<file path="config.mk">
export PLATFORM = sky130hd
export DESIGN_NAME = pl_top
export DESIGN_NICKNAME = d
export VERILOG_FILES = /design/src/hdl/pl_pkg.sv /design/src/hdl/ps_system.sv /design/src/hdl/gpio_regs.sv /design/src/hdl/spi_regs.sv /design/src/hdl/spi_master.sv /design/src/hdl/pl_top.sv
export SDC_FILE = /design/constraint.sdc
export NUM_CORES = 1
export LEC_CHECK = 0
export BUFFER_PORTS_ARGS = -buffer_cell sky130_fd_sc_hd__buf_2
export CAP_MARGIN = 20
export CORE_MARGIN = 2
export CORE_UTILIZATION = 35
export CTS_BUF_LIST = sky130_fd_sc_hd__clkbuf_16
export CTS_CLUSTER_DIAMETER = 150
export DETAILED_ROUTE_END_ITERATION = 10
export GPL_TIMING_DRIVEN = 0
export SLEW_MARGIN = 20
export SYNTH_ARGS = -nofsm -noshare
export SYNTH_HDL_FRONTEND = slang
export SYNTH_SLANG_ARGS = --single-unit
</file>
<file path="constraint.sdc">
create_clock -name clk -period 2.92 [get_ports clk]
set_input_delay 0.584 -clock clk [delete_from_list [all_inputs] [get_ports clk]]
set_output_delay 0.584 -clock clk [all_outputs]
set_load 0.01 [all_outputs]
</file>
<file path="src/hdl/pl_pkg.sv">
`default_nettype none

package pl_pkg;

  ////////////////////////////////////////////////////////////////////////////
  // bus geometry
  ////////////////////////////////////////////////////////////////////////////

  parameter int ADDR_W   = 16;
  parameter int DATA_W   = 32;
  // low address bits that index a register inside one region
  parameter int REGION_W = 8;
  // default gpio line count
  parameter int GPIO_W   = 24;

  // region bases
  parameter logic [ADDR_W-1:0] GPIO_BASE = 16'h0000;
  parameter logic [ADDR_W-1:0] SPI_BASE  = 16'h0100;

  // gpio register offsets
  parameter logic [ADDR_W-1:0] REG_GPIO_DIR = 16'h0000;
  parameter logic [ADDR_W-1:0] REG_GPIO_OUT = 16'h0004;
  parameter logic [ADDR_W-1:0] REG_GPIO_IN  = 16'h0008;

  // spi register offsets
  parameter logic [ADDR_W-1:0] REG_SPI_CTRL = 16'h0000;
  parameter logic [ADDR_W-1:0] REG_SPI_TX   = 16'h0004;
  parameter logic [ADDR_W-1:0] REG_SPI_RX   = 16'h0008;
  parameter logic [ADDR_W-1:0] REG_SPI_STAT = 16'h000C;

  // request tracker in ps_system
  typedef enum logic [0:0] {BUS_IDLE, BUS_WAIT} bus_state_t;

  // spi shift engine
  typedef enum logic [1:0] {SPI_IDLE, SPI_SHIFT, SPI_DONE} spi_state_t;

endpackage

`default_nettype wire

</file>
<file path="src/hdl/ps_system.sv">
`default_nettype none

module ps_system
  import pl_pkg::*;
#(
  parameter int RST_CYCLES = 4
) (
  input  logic              clk,
  input  logic              rst_i,
  // external register bus
  input  logic [ADDR_W-1:0] sys_addr_i,
  input  logic [DATA_W-1:0] sys_wdata_i,
  input  logic              sys_wen_i,
  input  logic              sys_ren_i,
  output logic [DATA_W-1:0] sys_rdata_o,
  output logic              sys_ack_o,
  output logic              sys_err_o,
  // fabric side
  output logic              fab_rst_o,
  output logic              gpio_sel_o,
  output logic              spi_sel_o,
  output logic [ADDR_W-1:0] reg_addr_o,
  output logic [DATA_W-1:0] reg_wdata_o,
  output logic              reg_wen_o,
  input  logic              gpio_ack_i,
  input  logic [DATA_W-1:0] gpio_rdata_i,
  input  logic              spi_ack_i,
  input  logic [DATA_W-1:0] spi_rdata_i
);

  localparam int CNT_W = $clog2(RST_CYCLES + 2);

  logic [CNT_W-1:0] rst_cnt_q;
  bus_state_t       state_q;
  // decode error, first stage
  logic             err_q;
  // second stage, lines up with a slave ack
  logic             err_d_q;
  logic             strobe;
  logic             hit_gpio;
  logic             hit_spi;

  //////////////////////////////////////////////////////////////////////////
  // fabric reset stretcher
  //////////////////////////////////////////////////////////////////////////

  // holds fab_rst_o for RST_CYCLES edges after rst_i drops
  always_ff @(posedge clk) begin
    if (rst_i) begin
      rst_cnt_q <= CNT_W'(RST_CYCLES);
      fab_rst_o <= 1'b1;
    end else if (rst_cnt_q != '0) begin
      rst_cnt_q <= rst_cnt_q - 1'b1;
      // last count releases the fabric
      fab_rst_o <= (rst_cnt_q != CNT_W'(1));
    end else begin
      fab_rst_o <= 1'b0;
    end
  end

  //////////////////////////////////////////////////////////////////////////
  // request tracker and decode
  //////////////////////////////////////////////////////////////////////////

  assign strobe   = sys_wen_i | sys_ren_i;
  // region match on upper address bits
  assign hit_gpio = (sys_addr_i[ADDR_W-1:REGION_W] == GPIO_BASE[ADDR_W-1:REGION_W]);
  assign hit_spi  = (sys_addr_i[ADDR_W-1:REGION_W] == SPI_BASE[ADDR_W-1:REGION_W]);

  always_ff @(posedge clk) begin
    if (rst_i) begin
      state_q    <= BUS_IDLE;
      gpio_sel_o <= 1'b0;
      spi_sel_o  <= 1'b0;
      err_q      <= 1'b0;
      err_d_q    <= 1'b0;
      sys_ack_o  <= 1'b0;
      sys_err_o  <= 1'b0;
    end else begin
      // selects and responses are single-cycle pulses
      gpio_sel_o <= 1'b0;
      spi_sel_o  <= 1'b0;
      err_q      <= 1'b0;
      err_d_q    <= err_q;
      sys_ack_o  <= 1'b0;
      sys_err_o  <= 1'b0;
      case (state_q)
        BUS_IDLE: begin
          if (strobe) begin
            state_q <= BUS_WAIT;
            // peripherals still held in reset, refuse
            if (fab_rst_o) begin
              err_q <= 1'b1;
            end else if (hit_gpio) begin
              gpio_sel_o <= 1'b1;
            end else if (hit_spi) begin
              spi_sel_o <= 1'b1;
            end else begin
              err_q <= 1'b1;
            end
          end
        end
        BUS_WAIT: begin
          // strobes here are dropped
          if (gpio_ack_i || spi_ack_i || err_d_q) begin
            state_q   <= BUS_IDLE;
            sys_ack_o <= gpio_ack_i | spi_ack_i;
            sys_err_o <= err_d_q;
          end
        end
        default: state_q <= BUS_IDLE;
      endcase
    end
  end

  // request payload, offset within the region only
  always_ff @(posedge clk) begin
    if ((state_q == BUS_IDLE) && strobe) begin
      reg_addr_o  <= {{(ADDR_W-REGION_W){1'b0}}, sys_addr_i[REGION_W-1:0]};
      reg_wdata_o <= sys_wdata_i;
      reg_wen_o   <= sys_wen_i;
    end
    // response mux, zero on error
    sys_rdata_o <= gpio_ack_i ? gpio_rdata_i : (spi_ack_i ? spi_rdata_i : '0);
  end

endmodule

`default_nettype wire

</file>
<file path="src/hdl/gpio_regs.sv">
`default_nettype none

module gpio_regs
  import pl_pkg::*;
#(
  parameter int GPIO_N = GPIO_W
) (
  input  logic              clk,
  input  logic              fab_rst_i,
  // register access from ps_system
  input  logic              sel_i,
  input  logic [ADDR_W-1:0] addr_i,
  input  logic [DATA_W-1:0] wdata_i,
  input  logic              wen_i,
  output logic              ack_o,
  output logic [DATA_W-1:0] rdata_o,
  // tristate pins
  input  logic [GPIO_N-1:0] gpio_tri_i,
  output logic [GPIO_N-1:0] gpio_tri_o,
  output logic [GPIO_N-1:0] gpio_tri_t
);

  // 1 = pin driven
  logic [GPIO_N-1:0] dir_q;
  logic [GPIO_N-1:0] out_q;
  // two-flop input synchronizer
  logic [GPIO_N-1:0] sync1_q;
  logic [GPIO_N-1:0] sync2_q;
  logic [DATA_W-1:0] rd_mux;

  //////////////////////////////////////////////////////////////////////////
  // registers
  //////////////////////////////////////////////////////////////////////////

  always_ff @(posedge clk) begin
    if (fab_rst_i) begin
      dir_q <= '0;
      out_q <= '0;
      ack_o <= 1'b0;
    end else begin
      ack_o <= sel_i;
      if (sel_i && wen_i) begin
        case (addr_i)
          REG_GPIO_DIR: dir_q <= wdata_i[GPIO_N-1:0];
          REG_GPIO_OUT: out_q <= wdata_i[GPIO_N-1:0];
          // input register is read only
          default: ;
        endcase
      end
    end
  end

  // pins are asynchronous to clk
  always_ff @(posedge clk) begin
    sync1_q <= gpio_tri_i;
    sync2_q <= sync1_q;
  end

  //////////////////////////////////////////////////////////////////////////
  // readback
  //////////////////////////////////////////////////////////////////////////

  always_comb begin
    rd_mux = '0;
    case (addr_i)
      REG_GPIO_DIR: rd_mux = DATA_W'(dir_q);
      REG_GPIO_OUT: rd_mux = DATA_W'(out_q);
      REG_GPIO_IN:  rd_mux = DATA_W'(sync2_q);
      // unknown offset reads zero
      default:      rd_mux = '0;
    endcase
  end

  // read data lands together with ack
  always_ff @(posedge clk) begin
    rdata_o <= sel_i ? rd_mux : '0;
  end

  // pin drive
  assign gpio_tri_o = out_q;
  // enable is active low, inputs by default
  assign gpio_tri_t = ~dir_q;

endmodule

`default_nettype wire

</file>
<file path="src/hdl/spi_regs.sv">
`default_nettype none

module spi_regs
  import pl_pkg::*;
(
  input  logic              clk,
  input  logic              fab_rst_i,
  // register access from ps_system
  input  logic              sel_i,
  input  logic [ADDR_W-1:0] addr_i,
  input  logic [DATA_W-1:0] wdata_i,
  input  logic              wen_i,
  output logic              ack_o,
  output logic [DATA_W-1:0] rdata_o,
  // shift engine
  input  logic              busy_i,
  input  logic              done_i,
  input  logic [7:0]        rx_byte_i,
  output logic              start_o,
  output logic [7:0]        tx_byte_o,
  output logic [7:0]        clk_div_o,
  output logic              enable_o,
  output logic [1:0]        ss_sel_o
);

  logic [7:0]        rx_q;
  logic [DATA_W-1:0] rd_mux;

  //////////////////////////////////////////////////////////////////////////
  // control, transmit and receive
  //////////////////////////////////////////////////////////////////////////

  always_ff @(posedge clk) begin
    if (fab_rst_i) begin
      ack_o     <= 1'b0;
      start_o   <= 1'b0;
      enable_o  <= 1'b0;
      ss_sel_o  <= 2'd0;
      clk_div_o <= 8'd0;
      tx_byte_o <= 8'd0;
    end else begin
      ack_o   <= sel_i;
      start_o <= 1'b0;
      if (sel_i && wen_i) begin
        case (addr_i)
          REG_SPI_CTRL: begin
            // en bit 0, ss bits 2:1, divider bits 15:8
            enable_o  <= wdata_i[0];
            ss_sel_o  <= wdata_i[2:1];
            clk_div_o <= wdata_i[15:8];
          end
          REG_SPI_TX: begin
            // running transfer keeps its byte
            if (!busy_i && !start_o) begin
              tx_byte_o <= wdata_i[7:0];
              start_o   <= 1'b1;
            end
          end
          default: ;
        endcase
      end
    end
  end

  // received byte, taken on done
  always_ff @(posedge clk) begin
    if (done_i) begin
      rx_q <= rx_byte_i;
    end
  end

  //////////////////////////////////////////////////////////////////////////
  // readback
  //////////////////////////////////////////////////////////////////////////

  always_comb begin
    rd_mux = '0;
    case (addr_i)
      REG_SPI_CTRL: rd_mux = {16'd0, clk_div_o, 5'd0, ss_sel_o, enable_o};
      REG_SPI_TX:   rd_mux = {24'd0, tx_byte_o};
      REG_SPI_RX:   rd_mux = {24'd0, rx_q};
      REG_SPI_STAT: rd_mux = {31'd0, busy_i};
      default:      rd_mux = '0;
    endcase
  end

  always_ff @(posedge clk) begin
    rdata_o <= sel_i ? rd_mux : '0;
  end

endmodule

`default_nettype wire

</file>
<file path="src/hdl/spi_master.sv">
`default_nettype none

module spi_master
  import pl_pkg::*;
(
  input  logic       clk,
  input  logic       fab_rst_i,
  // from spi_regs
  input  logic       start_i,
  input  logic [7:0] tx_byte_i,
  input  logic [7:0] clk_div_i,
  input  logic       enable_i,
  input  logic [1:0] ss_sel_i,
  output logic       busy_o,
  output logic       done_o,
  output logic [7:0] rx_byte_o,
  // pins
  input  logic       spi_io1_i,
  output logic       spi_sck_o,
  output logic       spi_sck_t,
  output logic       spi_io0_o,
  output logic       spi_io0_t,
  output logic       spi_ss_o,
  output logic       spi_ss1_o,
  output logic       spi_ss2_o,
  output logic       spi_ss_t,
  output logic       spi_io1_o,
  output logic       spi_io1_t
);

  spi_state_t state_q;
  // divider latched at start
  logic [7:0] div_q;
  logic [7:0] cnt_q;
  // sck half periods done, 16 per byte
  logic [3:0] half_q;
  logic [7:0] tx_sh_q;
  logic       shifting;

  //////////////////////////////////////////////////////////////////////////
  // shift engine, mode 0
  //////////////////////////////////////////////////////////////////////////

  always_ff @(posedge clk) begin
    if (fab_rst_i) begin
      state_q   <= SPI_IDLE;
      done_o    <= 1'b0;
      spi_sck_o <= 1'b0;
      tx_sh_q   <= 8'd0;
      cnt_q     <= 8'd0;
      half_q    <= 4'd0;
      div_q     <= 8'd0;
    end else begin
      done_o <= 1'b0;
      case (state_q)
        SPI_IDLE: begin
          if (start_i && enable_i) begin
            state_q   <= SPI_SHIFT;
            div_q     <= clk_div_i;
            cnt_q     <= clk_div_i;
            half_q    <= 4'd0;
            spi_sck_o <= 1'b0;
            // msb goes out before the first rising edge
            tx_sh_q   <= tx_byte_i;
          end
        end
        SPI_SHIFT: begin
          if (cnt_q != 8'd0) begin
            cnt_q <= cnt_q - 1'b1;
          end else begin
            cnt_q     <= div_q;
            half_q    <= half_q + 1'b1;
            spi_sck_o <= ~spi_sck_o;
            // falling edge, next bit out
            if (spi_sck_o) begin
              tx_sh_q <= {tx_sh_q[6:0], 1'b0};
            end
            if (half_q == 4'd15) begin
              state_q <= SPI_DONE;
              done_o  <= 1'b1;
            end
          end
        end
        // one cycle for the done pulse
        SPI_DONE: state_q <= SPI_IDLE;
        default:  state_q <= SPI_IDLE;
      endcase
    end
  end

  // rising edge, miso in
  always_ff @(posedge clk) begin
    if (shifting && (cnt_q == 8'd0) && !spi_sck_o) begin
      rx_byte_o <= {rx_byte_o[6:0], spi_io1_i};
    end
  end

  assign shifting  = (state_q == SPI_SHIFT);
  assign busy_o    = (state_q != SPI_IDLE);
  assign spi_io0_o = tx_sh_q[7];

  // active-low selects, low outputs while disabled
  assign spi_ss_o  = enable_i & ~(shifting && (ss_sel_i == 2'd0));
  assign spi_ss1_o = enable_i & ~(shifting && (ss_sel_i == 2'd1));
  assign spi_ss2_o = enable_i & ~(shifting && (ss_sel_i == 2'd2));

  // drivers on only while enabled
  assign spi_sck_t = ~enable_i;
  assign spi_io0_t = ~enable_i;
  assign spi_ss_t  = ~enable_i;
  // io1 is miso, never driven
  assign spi_io1_o = 1'b0;
  assign spi_io1_t = 1'b1;

endmodule

`default_nettype wire

</file>
<file path="src/hdl/pl_top.sv">
`default_nettype none

module pl_top
  import pl_pkg::*;
#(
  parameter int RST_CYCLES = 4,
  parameter int GPIO_N     = GPIO_W
) (
  input  logic              clk,
  input  logic              rst_i,
  // register bus
  input  logic [ADDR_W-1:0] sys_addr_i,
  input  logic [DATA_W-1:0] sys_wdata_i,
  input  logic              sys_wen_i,
  input  logic              sys_ren_i,
  output logic [DATA_W-1:0] sys_rdata_o,
  output logic              sys_ack_o,
  output logic              sys_err_o,
  // gpio pins
  input  logic [GPIO_N-1:0] gpio_tri_i,
  output logic [GPIO_N-1:0] gpio_tri_o,
  output logic [GPIO_N-1:0] gpio_tri_t,
  // spi pins
  input  logic              spi_io1_i,
  output logic              spi_sck_o,
  output logic              spi_sck_t,
  output logic              spi_io0_o,
  output logic              spi_io0_t,
  output logic              spi_ss_o,
  output logic              spi_ss1_o,
  output logic              spi_ss2_o,
  output logic              spi_ss_t,
  output logic              spi_io1_o,
  output logic              spi_io1_t
);

  logic              fab_rst;
  logic              gpio_sel;
  logic              spi_sel;
  logic [ADDR_W-1:0] reg_addr;
  logic [DATA_W-1:0] reg_wdata;
  logic              reg_wen;
  logic              gpio_ack;
  logic [DATA_W-1:0] gpio_rdata;
  logic              spi_ack;
  logic [DATA_W-1:0] spi_rdata;
  // regs to shift engine
  logic              spi_start;
  logic [7:0]        spi_tx_byte;
  logic [7:0]        spi_clk_div;
  logic              spi_enable;
  logic [1:0]        spi_ss_sel;
  logic              spi_busy;
  logic              spi_done;
  logic [7:0]        spi_rx_byte;

  ps_system #(.RST_CYCLES(RST_CYCLES)) u_ps (
    .clk(clk), .rst_i(rst_i),
    .sys_addr_i(sys_addr_i), .sys_wdata_i(sys_wdata_i),
    .sys_wen_i(sys_wen_i), .sys_ren_i(sys_ren_i),
    .sys_rdata_o(sys_rdata_o), .sys_ack_o(sys_ack_o), .sys_err_o(sys_err_o),
    .fab_rst_o(fab_rst), .gpio_sel_o(gpio_sel), .spi_sel_o(spi_sel),
    .reg_addr_o(reg_addr), .reg_wdata_o(reg_wdata), .reg_wen_o(reg_wen),
    .gpio_ack_i(gpio_ack), .gpio_rdata_i(gpio_rdata),
    .spi_ack_i(spi_ack), .spi_rdata_i(spi_rdata)
  );

  gpio_regs #(.GPIO_N(GPIO_N)) u_gpio (
    .clk(clk), .fab_rst_i(fab_rst),
    .sel_i(gpio_sel), .addr_i(reg_addr), .wdata_i(reg_wdata), .wen_i(reg_wen),
    .ack_o(gpio_ack), .rdata_o(gpio_rdata),
    .gpio_tri_i(gpio_tri_i), .gpio_tri_o(gpio_tri_o), .gpio_tri_t(gpio_tri_t)
  );

  spi_regs u_spi_regs (
    .clk(clk), .fab_rst_i(fab_rst),
    .sel_i(spi_sel), .addr_i(reg_addr), .wdata_i(reg_wdata), .wen_i(reg_wen),
    .ack_o(spi_ack), .rdata_o(spi_rdata),
    .busy_i(spi_busy), .done_i(spi_done), .rx_byte_i(spi_rx_byte),
    .start_o(spi_start), .tx_byte_o(spi_tx_byte), .clk_div_o(spi_clk_div),
    .enable_o(spi_enable), .ss_sel_o(spi_ss_sel)
  );

  spi_master u_spi (
    .clk(clk), .fab_rst_i(fab_rst),
    .start_i(spi_start), .tx_byte_i(spi_tx_byte), .clk_div_i(spi_clk_div),
    .enable_i(spi_enable), .ss_sel_i(spi_ss_sel),
    .busy_o(spi_busy), .done_o(spi_done), .rx_byte_o(spi_rx_byte),
    .spi_io1_i(spi_io1_i), .spi_sck_o(spi_sck_o), .spi_sck_t(spi_sck_t),
    .spi_io0_o(spi_io0_o), .spi_io0_t(spi_io0_t),
    .spi_ss_o(spi_ss_o), .spi_ss1_o(spi_ss1_o), .spi_ss2_o(spi_ss2_o),
    .spi_ss_t(spi_ss_t), .spi_io1_o(spi_io1_o), .spi_io1_t(spi_io1_t)
  );

endmodule

`default_nettype wire

</file>
==> run_results.csv, run 1 <==
group,metric,value,unit
status,outcome,"completed",
synthesis,synth_edf_count,49,
power,peakVddDrop,0.443,mV
timing,setup-violations-final,0,
placed_design,place_area,10700,um^2
final_layout,final_layout_size_suffix_gt1_frac,0.221,
floorplan,ios,169,
timing,finalHoldViolations,0,
floorplan,row_count,60,
timing,final.period_utilization,0.908,
setup_path,worstSetupPathType,"reg -> out",
timing,fin_skew,0.0159,ns
timing,clock.fmax,377,MHz
drt,viasPerCell,4.95,
setup_path,max_stage_delay,0.42,ns
setup_path,worst_path_max_delay_cell,"clkbuf_1",
timing,grt_setup_unrepaired,"no",
setup_path,cpLargestDelayFamily,"buffers and inverters",
synthesis,yosysUniqueCellTypes,61,
synthesis,synth_top_area_frac,0.474,
timing,worst_pin_slew,0.817,ns
floorplan,chipWidth,169,um
grt,grt_pass1_wl,37600,um
setup_path,crit_arrival,2.07,ns
floorplan,dieArea,28500,um^2
grt,grt_pass1_vias,6684,
floorplan,start_util,0.355,
grt,grt_remaining_overflow,0,
placed_design,portBuffers,149,
synthesis,synth_top_area_cell,"dfxtp_1",
timing,slew_headroom,0.453,
synthesis,ys_seq_elements,274,
drt,wl_per_cell,17.2,um
placed_design,place_congestion,0.863,
final_layout,area_delta_synth_final,21.8,%
drt,totalWireLength,24500,um
clock_tree,clk_pin_slew,0.06,ns
clock_tree,hold_buffers,0,
clock_tree,cts_inserted_buffers,28,
final_layout,utilization,0.432,
clock_tree,clock_latency,0.54,ns
synthesis,synth_warnings,0,
drt,drtIter0Drc,479,
setup_path,critPathMaxFanout,10,
final_layout,final_cell_area,11600,um^2
synthesis,synth_area_leaders,"dfxtp_1 (47%), edfxtp_1 (15%), mux2i_1 (5.6%)",
final_layout,stdcell_count,1425,
power,powerDensity,663,nW/um^2
final_layout,num-fill-cells,2589,
synthesis,ys_async_sr_fraction,0,
floorplan,core,26800,um^2
final_layout,final_common_cell,"dfxtp_1",
placed_design,dp_hpwl,17700,um
power,p_leak,4.69,nW
job,cap_violations,0,
clock_tree,post_cts_buffers,0,
timing,finalMaxSlewViolations,0,
synthesis,yosysSeqAreaShare,0.628,
clock_tree,root_buffer,"clkbuf_16",
clock_tree,cts_resized,0,
min_path,hold_path_class,"in -> reg",
synthesis,ys.flop_type,"dfxtp_1",
synthesis,syn_inst,874,
floorplan,die_height,169,um
clock_tree,clockBufferDepth,3,
setup_path,path_cells,"buf_2 -> nand2b_1 -> clkbuf_1 -> nor3_1 -> nor2_1 -> buf_2",
setup_path,critPathBufInv,3,
drt,drc,0,
drt,ant_nets,0,
setup_path,worstPathRequired,2.34,ns
drt,first_pass_iters,4,
timing,fin_crit,2.65,ns
setup_path,worst_path_most_repeated_cell,"buf_2",
drt,vias,7050,
grt,antenna_found_initial,2,
clock_tree,htree_levels,1,
grt,grt_max_degree,24,
setup_path,crit_path_end_kind,"output port",
clock_tree,cts.sinks,274,
setup_path,startpoint_type,"flop",
placed_design,post-place-cells,1374,
final_layout,final_nets,1145,
synthesis,syn_area,9510,um^2
clock_tree,cts_tree,"done",
final_layout,layout_common_cells,"dfxtp_1 (225), buf_2 (168), nor2_1 (93)",
grt,grt_use_total,0.170,
synthesis,synth.avg_cell_area,10.9,um^2
## layout make-up
class                           count  area (um^2)  area share
Sequential cell                   274         5980       0.516
Multi-Input combinational cell    507         3100       0.268
Timing Repair Buffer              151          771      0.0665
Clock buffer                       28          701      0.0605
Tap cell                          341          427      0.0368
Buffer                             66          338      0.0292
Clock inverter                     23          140      0.0121
Inverter                           34          128      0.0110
Antenna cell                        1         2.50    0.000216
## flip-flops by register name, indices dropped and copies added (netlist names), 8 cells and up
signal	cells
u_gpio.dir_q	24
u_spi_regs.rx_q	8
u_spi.div_q	8
u_spi_regs.rdata_o	16
u_gpio.rdata_o	24
u_spi.rx_byte_o	8
u_spi.cnt_q	8
u_ps.reg_wdata_o	24
u_ps.sys_rdata_o	24
u_gpio.gpio_tri_o	24
u_gpio.sync2_q	24
u_spi.tx_sh_q	8
u_spi_regs.clk_div_o	8
u_gpio.sync1_q	24
u_spi_regs.tx_byte_o	8
u_ps.reg_addr_o	8
## cells in the mapped netlist (all sizes together), types with 23 or more instances
cell / count
edfxtp: 49
a22o: 23
nand3: 31
a22oi: 31
clkbuf: 27
a21oi: 24
mux2i: 53
nor2: 93
dfxtp: 225
inv: 34
o21ai: 46
nand2: 79
buf: 40
## kinds of logic (layout without fill, tap and decap cells)
kind of cell / count (synthesis) / count (layout) / share of synthesized area
and+or+nand+nor: 281 / 281 / 0.147
xor gates and xnor gates: 5 / 5 / 0.00461
AOI/OAI and AO/OA: 151 / 151 / 0.105
adders and majority gates: 6 / 6 / 0.00789
DFF: 274 / 274 / 0.628
muxes: 54 / 54 / 0.0570
buffers and inverters: 101 / 302 / 0.0493
other: 2 / 11 / 0.000790
## stage by stage
stage	hold slack [ns]	setup slack, ns	power [mW]	TNS (ns)
finish	0.139	0.269	7.68	0
global route	0.119	0.141	7.96	0
CTS	0.117	0.0711	7.76	0
detailed placement	0.312	0.568	4.51	0
global placement	0.310	-0.177	4.50	-1.45
floorplan	0.310	0.481	4.31	0
## path summary, 6_finish.rpt
kind	startpoint	cells after the start	slack, ns	endpoint
worst max-delay path	u_spi.state_q[1]$_SDFFE_PP0P_	6	0.27	spi_ss_o
worst min-delay path	gpio_tri_i[19]	1	0.14	u_gpio.sync1_q[19]$_DFF_P_
worst max register to register	u_spi.cnt_q[0]$_SDFFE_PP0P_	6	0.62	u_spi.rx_byte_o[0]$_DFFE_PP_
worst min register to register	u_gpio.sync1_q[21]$_DFF_P_	0	0.32	u_gpio.sync2_q[21]$_DFF_P_
## power breakdown
part           internal, mW  switching, mW
Combinational         0.119          0.303
Clock                  1.83           1.43
Sequential             3.95         0.0557
Total                  5.90           1.79
## layer usage
| metal | track usage | vias up | wire length, um |
|---|---|---|---|
| li1 | - | 3392 | - |
| met2 | 0.266 | 274 | 10800 |
| met3 | 0.0299 | 43 | 1660 |
| met1 | 0.239 | 3341 | 11300 |
| met5 | 0 | - | 0 |
| met4 | 0.0588 | 0 | 718 |
No activity file was read; power rests on OpenSTA's default activity.
==> run 2: changes to the inputs <==
--- a/config.mk
+++ b/config.mk
@@ -5,13 +5,13 @@
 export SDC_FILE = /design/constraint.sdc
 export NUM_CORES = 1
 export LEC_CHECK = 0
-export BUFFER_PORTS_ARGS = -buffer_cell sky130_fd_sc_hd__buf_2
 export CAP_MARGIN = 20
 export CORE_MARGIN = 2
 export CORE_UTILIZATION = 35
 export CTS_BUF_LIST = sky130_fd_sc_hd__clkbuf_16
 export CTS_CLUSTER_DIAMETER = 150
 export DETAILED_ROUTE_END_ITERATION = 10
+export DONT_BUFFER_PORTS = 1
 export GPL_TIMING_DRIVEN = 0
 export SLEW_MARGIN = 20
 export SYNTH_ARGS = -nofsm -noshare
==> constraint.sdc (replaced) <==
create_clock -name clk -period 3 [get_ports clk]
set_input_delay 0.6 -clock clk [delete_from_list [all_inputs] [get_ports clk]]
set_output_delay 0.6 -clock clk [all_outputs]
set_load 0.01 [all_outputs]
==> run 2 against run 1 <==
  * Global-route usage down 0.18 points
  * Worst setup slack worse by 0.043 ns
  * Utilization down 2.5 points
  * Combinational power down 12%
  * First-iteration DRC count up 9.4%
  * Design area down 5.8%
  * Hold slack worse by 0.066 ns
  * Sequential power down 3%
  * Critical path type unchanged
==> run_results.csv, run 2 (synthesis gave the netlist of run 1 again) <==
group,metric,value,unit
timing,worst_pin_slew,0.815,ns
floorplan,chipWidth,169,um
clock_tree,root_buffer,"clkbuf_16",
timing,finalMaxSlewViolations,0,
placed_design,portBuffers,0,
timing,finalHoldViolations,0,
final_layout,final_layout_size_suffix_gt1_frac,0.103,
min_path,hold_path_class,"in -> reg",
min_path,min_to,"u_gpio.sync1_q[23]$_DFF_P_",
power,p_leak,4.09,nW
timing,setup-violations-final,0,
final_layout,multi_input_area,3100,um^2
min_path,min_from,"gpio_tri_i[23]",
min_path,worstHoldPathCells,0,
floorplan,core,26800,um^2
job,cap_violations,0,
grt,grt_pass1_wl,36600,um
final_layout,area_delta_synth_final,14.8,%
setup_path,timing.rr.end,"u_spi.rx_byte_o[6]$_DFFE_PP_",
clock_tree,clk_pin_slew,0.07,ns
placed_design,post-place-cells,1225,
setup_path,worstSetupPathType,"reg -> out",
grt,antenna_found_initial,0,
power,powerDensity,705,nW/um^2
timing,slew_headroom,0.454,
setup_path,crit_arrival,2.17,ns
placed_design,place_congestion,0.860,
floorplan,ios,169,
final_layout,final_common_cell,"dfxtp_1",
drt,totalWireLength,24500,um
drt,vias,6317,
grt,grt_max_degree,22,
clock_tree,cts_tree,"done",
timing,hold_slack,0.0732,ns
floorplan,dieArea,28500,um^2
setup_path,critPathMaxFanout,10,
setup_path,r2r_slack,0.78,ns
grt,grt_remaining_overflow,0,
clock_tree,cts_inserted_buffers,28,
setup_path,startpoint,"u_spi.state_q[0]$_SDFFE_PP0P_",
final_layout,final_nets,997,
final_layout,num-fill-cells,2552,
timing,tns,0,ns
clock_tree,cts_resized,0,
drt,ant_nets,0,
final_layout,insertedDiodeCount,0,
timing,clock.fmax,361,MHz
drt,viasPerCell,4.95,
clock_tree,post_cts_buffers,0,
setup_path,crit_path_end_kind,"output port",
drt,wl_per_cell,19.1,um
setup_path,worstPathRequired,2.40,ns
setup_path,startpoint_type,"flop",
floorplan,row_count,60,
floorplan,die_height,169,um
drt,drtIter0Drc,524,
clock_tree,clock_latency,0.54,ns
grt,grt_pass1_vias,6046,
status,outcome,"completed",
final_layout,stdcell_count,1277,
timing,final.period_utilization,0.924,
placed_design,dpl_worst_slack,0.749,ns
clock_tree,htree_levels,1,
grt,grt_use_total,0.169,
clock_tree,hold_buffers,0,
timing,fin_ws,0.227,ns
floorplan,start_util,0.355,
final_layout,layout.area.seq,5980,um^2
setup_path,reg2regPathDepth,6,
setup_path,r2r-start,"u_spi.cnt_q[0]$_SDFFE_PP0P_",
timing,fin_crit,2.77,ns
clock_tree,clockBufferDepth,3,
final_layout,layout_common_cells,"dfxtp_1 (225), nor2_1 (93), nand2_1 (79)",
power,peakVddDrop,0.547,mV
drt,drc,0,
timing,fin_skew,0.0200,ns
final_layout,utilization,0.407,
clock_tree,cts.sinks,274,
placed_design,dp_hpwl,17500,um
timing,grt_setup_unrepaired,"no",
drt,first_pass_iters,5,
run 2: changes by cell type in the layout (fill, tap and decap cells not counted), sizes merged:
cell	delta
buf	-148
inv	+2
clkbuf	+1
bufinv	+1
diode	-1
clkinv	-2
clkinvlp	-1
run 2: final cells by class:
type,count,area share
clock inverter,23,0.0177
timing repair buffer,2,0.00229
buffer,67,0.0313
clock buffer,29,0.0665
multi-input combinational,507,0.284
tap,341,0.0391
sequential,274,0.547
inverter,34,0.0117
run 2: layer usage:
layer / part of all wire / GRT usage / vias to the layer above
met4: 0.022 / 0.0476 / 0
li1: - / - / 3094
met5: 0 / 0 / -
met2: 0.45 / 0.267 / 209
met1: 0.45 / 0.226 / 2978
met3: 0.077 / 0.0465 / 36
run 2: worst max path at each step:
stage | to | slack, ns | cells past startpoint
6_report | spi_ss1_o | 0.23 | 5
5_1_grt | spi_ss1_o | 0.14 | 5
4_1_cts | spi_ss1_o | 0.23 | 5
3_5_place_dp | u_spi.rx_byte_o[0]$_DFFE_PP_ | 0.75 | 6
3_3_place_gp | u_spi.rx_byte_o[3]$_DFFE_PP_ | -0.02 | 5
2_1_floorplan | u_spi.rx_byte_o[0]$_DFFE_PP_ | 0.56 | 5
run 2: worst max-delay path: stages (launching register included):
cell	delay (ns)
dfxtp_1	0.30
buf_2	0.19
nor2b_1	0.15
buf_2	0.24
buf_1	0.46
a31oi_1	0.31
run 2: report_power, final:
part | leakage [nW] | total [mW] | internal, mW | switching, mW
sequential | 2.30 | 3.90 | 3.85 | 0.0543
combinational | 1.33 | 0.371 | 0.0856 | 0.285
clock | 0.467 | 3.42 | 1.95 | 1.48
run 2: per-stage QoR:
| step | power (mW) | instance area (um^2) |
|---|---|---|
| after floorplan | 4.20 | 9540 |
| after global placement | 4.34 | 9970 |
| after detailed placement | 4.35 | 10000 |
| after CTS | 7.75 | 10900 |
| after global routing | 7.96 | 10900 |
| final | 7.69 | 10900 |
==> run 3: changes to the inputs <==
--- a/config.mk
+++ b/config.mk
@@ -5,6 +5,7 @@
 export SDC_FILE = /design/constraint.sdc
 export NUM_CORES = 1
 export LEC_CHECK = 0
+export ABC_AREA = 1
 export CAP_MARGIN = 20
 export CORE_MARGIN = 2
 export CORE_UTILIZATION = 35
==> run 3 against run 2 <==
  * First-iteration DRC count up 23%
  * Via count rose by 16%
  * Critical path depth unchanged
  * Synthesized cell count is 24% higher
  * Synthesized area grew 1.5%
  * Hold slack better by 0.016 ns
  * Maximum frequency increased by 13%
  * Final cell count is 16% higher
  * Sequential power about the same
  * Combinational power increased by 1%
  * Critical path type unchanged
==> run_results.csv, run 3 <==
group,metric,value,unit
drt,drtIter0Drc,644,
floorplan,start_util,0.357,
drt,ant_nets,0,
power,powerDensity,712,nW/um^2
timing,slew_headroom,0.434,
clock_tree,cts_resized,0,
grt,antenna_found_initial,0,
synthesis,ys_seq_elements,274,
timing,finalHoldViolations,0,
setup_path,startpoint_type,"flop",
final_layout,layout_common_cells,"nand2_1 (238), dfxtp_1 (225), nand3_1 (105)",
power,power,7.91,mW
setup_path,timing.rr.end,"u_spi.rx_byte_o[1]$_DFFE_PP_",
drt,totalWireLength,25900,um
timing,finalMaxSlewViolations,0,
grt,grt_pass1_wl,38700,um
timing,clock.fmax,409,MHz
drt,wl_per_cell,17.5,um
clock_tree,clockBufferDepth,3,
placed_design,portBuffers,0,
synthesis,synth_common_cells,"nand2_1 (238), dfxtp_1 (225), nand3_1 (105)",
synthesis,yosysSeqAreaShare,0.619,
floorplan,row_count,60,
grt,grt_pass1_vias,6773,
synthesis,ys.flop_type,"dfxtp_1",
synthesis,synth_top_area_frac,0.467,
clock_tree,clock_latency,0.53,ns
synthesis,synth.most_common_cell,"nand2_1",
drt,vias,7299,
synthesis,synth_area_leaders,"dfxtp_1 (47%), edfxtp_1 (15%), nand2_1 (9.3%)",
clock_tree,htree_levels,1,
setup_path,worst_path_max_delay_cell,"a31oi_1",
clock_tree,cts_tree,"done",
clock_tree,hold_buffers,0,
clock_tree,cts.sinks,274,
setup_path,critPathMaxFanout,10,
final_layout,area_delta_synth_final,15.2,%
timing,hold_slack,0.0891,ns
final_layout,final_layout_size_suffix_gt1_frac,0.0929,
setup_path,crit_path_end_kind,"output port",
timing,final.period_utilization,0.815,
job,cap_violations,0,
floorplan,core,27000,um^2
synthesis,yosysUniqueCellTypes,33,
min_path,hold_path_class,"in -> reg",
clock_tree,root_buffer,"clkbuf_16",
timing,fin_skew,0.00791,ns
placed_design,place_congestion,0.843,
setup_path,r2r_slack,1.00,ns
synthesis,syn_area,9650,um^2
timing,fin_crit,2.45,ns
setup_path,path_cells,"inv_1 -> nand2_1 -> inv_2 -> buf_2 -> a31oi_1",
placed_design,dp_hpwl,18600,um
grt,grt_remaining_overflow,0,
drt,drc,0,
setup_path,reg2regPathDepth,6,
synthesis,synth_edf_count,49,
setup_path,critPathBufInv,3,
floorplan,die_height,170,um
min_path,worstHoldPathCells,0,
floorplan,ios,169,
status,outcome,"completed",
timing,worst_pin_slew,0.849,ns
floorplan,chipWidth,170,um
synthesis,syn_inst,1080,
power,p_leak,4.52,nW
drt,viasPerCell,4.93,
power,peakVddDrop,0.466,mV
setup_path,worstSetupPathType,"reg -> out",
setup_path,worstPathRequired,2.40,ns
synthesis,synth.avg_cell_area,8.94,um^2
final_layout,final_nets,1202,
final_layout,insertedDiodeCount,0,
synthesis,synth_top_area_cell,"dfxtp_1",
synthesis,synth_warnings,0,
clock_tree,post_cts_buffers,0,
timing,grt_setup_unrepaired,"no",
min_path,min_to,"u_gpio.sync1_q[0]$_DFF_P_",
setup_path,crit_arrival,1.85,ns
floorplan,dieArea,28900,um^2
final_layout,final_common_cell,"nand2_1",
setup_path,max_stage_delay,0.38,ns
min_path,min_from,"gpio_tri_i[0]",
setup_path,cpLargestDelayFamily,"buffers and inverters",
grt,grt_max_degree,23,
setup_path,r2r-start,"u_spi.cnt_q[0]$_SDFFE_PP0P_",
synthesis,ys_async_sr_fraction,0,
grt,grt_use_total,0.175,
drt,first_pass_iters,5,
clock_tree,cts_inserted_buffers,28,
timing,setup-violations-final,0,
clock_tree,clk_pin_slew,0.06,ns
run 3: kinds of logic after synthesis:
kind of cell | share of synthesized area
simple gates | 0.210
xor+xnor | 0.00272
flops | 0.619
other cells | 0.000778
buf+inv | 0.0756
compound gates | 0.0840
fa+ha+maj | 0.00778
run 3: power breakdown:
group          internal, mW  switching, mW  total (mW)
Combinational         0.105          0.272       0.376
Clock                  2.19           1.41        3.60
Sequential             3.86         0.0710        3.93
run 3: worst register-to-register path, delay by kind of cell, from the launching register on:
kind	cells	cell delay (ns)
simple gates	3	0.99
flops	1	0.33
fa+ha+maj	1	0.16
buf+inv	2	0.15
run 3: cell type report:
| cell class | instances | area [um^2] |
|---|---|---|
| Timing Repair Buffer | 1 | 20.0 |
| Buffer | 59 | 328 |
| Multi-Input combinational cell | 648 | 2990 |
| Clock inverter | 21 | 198 |
| Clock buffer | 31 | 776 |
| Inverter | 107 | 402 |
| Fill cell | 2671 | 15900 |
| Tap cell | 341 | 427 |
| Sequential cell | 274 | 5980 |
run 3: how the worst max path moves through the flow:
stage	from	end	slack (ns)	cells past startpoint
finish	u_spi.state_q[1]$_SDFFE_PP0P_	spi_ss_o	0.55	5
global route	u_spi.state_q[1]$_SDFFE_PP0P_	spi_ss2_o	0.39	5
CTS	u_spi.state_q[1]$_SDFFE_PP0P_	spi_ss_o	0.53	5
detailed placement	u_spi.cnt_q[0]$_SDFFE_PP0P_	u_spi.rx_byte_o[0]$_DFFE_PP_	1.01	6
global placement	sys_ren_i	u_ps.spi_sel_o$_SDFF_PP0_	-0.60	4
floorplan	sys_ren_i	u_ps.gpio_sel_o$_SDFF_PP0_	0.45	4
run 3: metal layers:
layer	global-route usage	vias to the layer above	wire, um
met5	0	-	0
met4	0.0450	0	491
met3	0.0465	32	2220
met2	0.279	281	11600
met1	0.234	3439	11600
li1	-	3547	-
run 3: stage by stage:
stage                     instances  setup TNS (ns)  area [um^2]  setup slack, ns  utilization
after floorplan                1088               0         9680            0.451            -
after global placement         1429          -18.51        10100           -0.595        0.374
after detailed placement       1430               0        10100             1.01        0.375
after CTS                      1482               0        11100            0.533        0.411
after global routing           1482               0        11100            0.388        0.411
final                          1482               0        11100            0.554        0.411
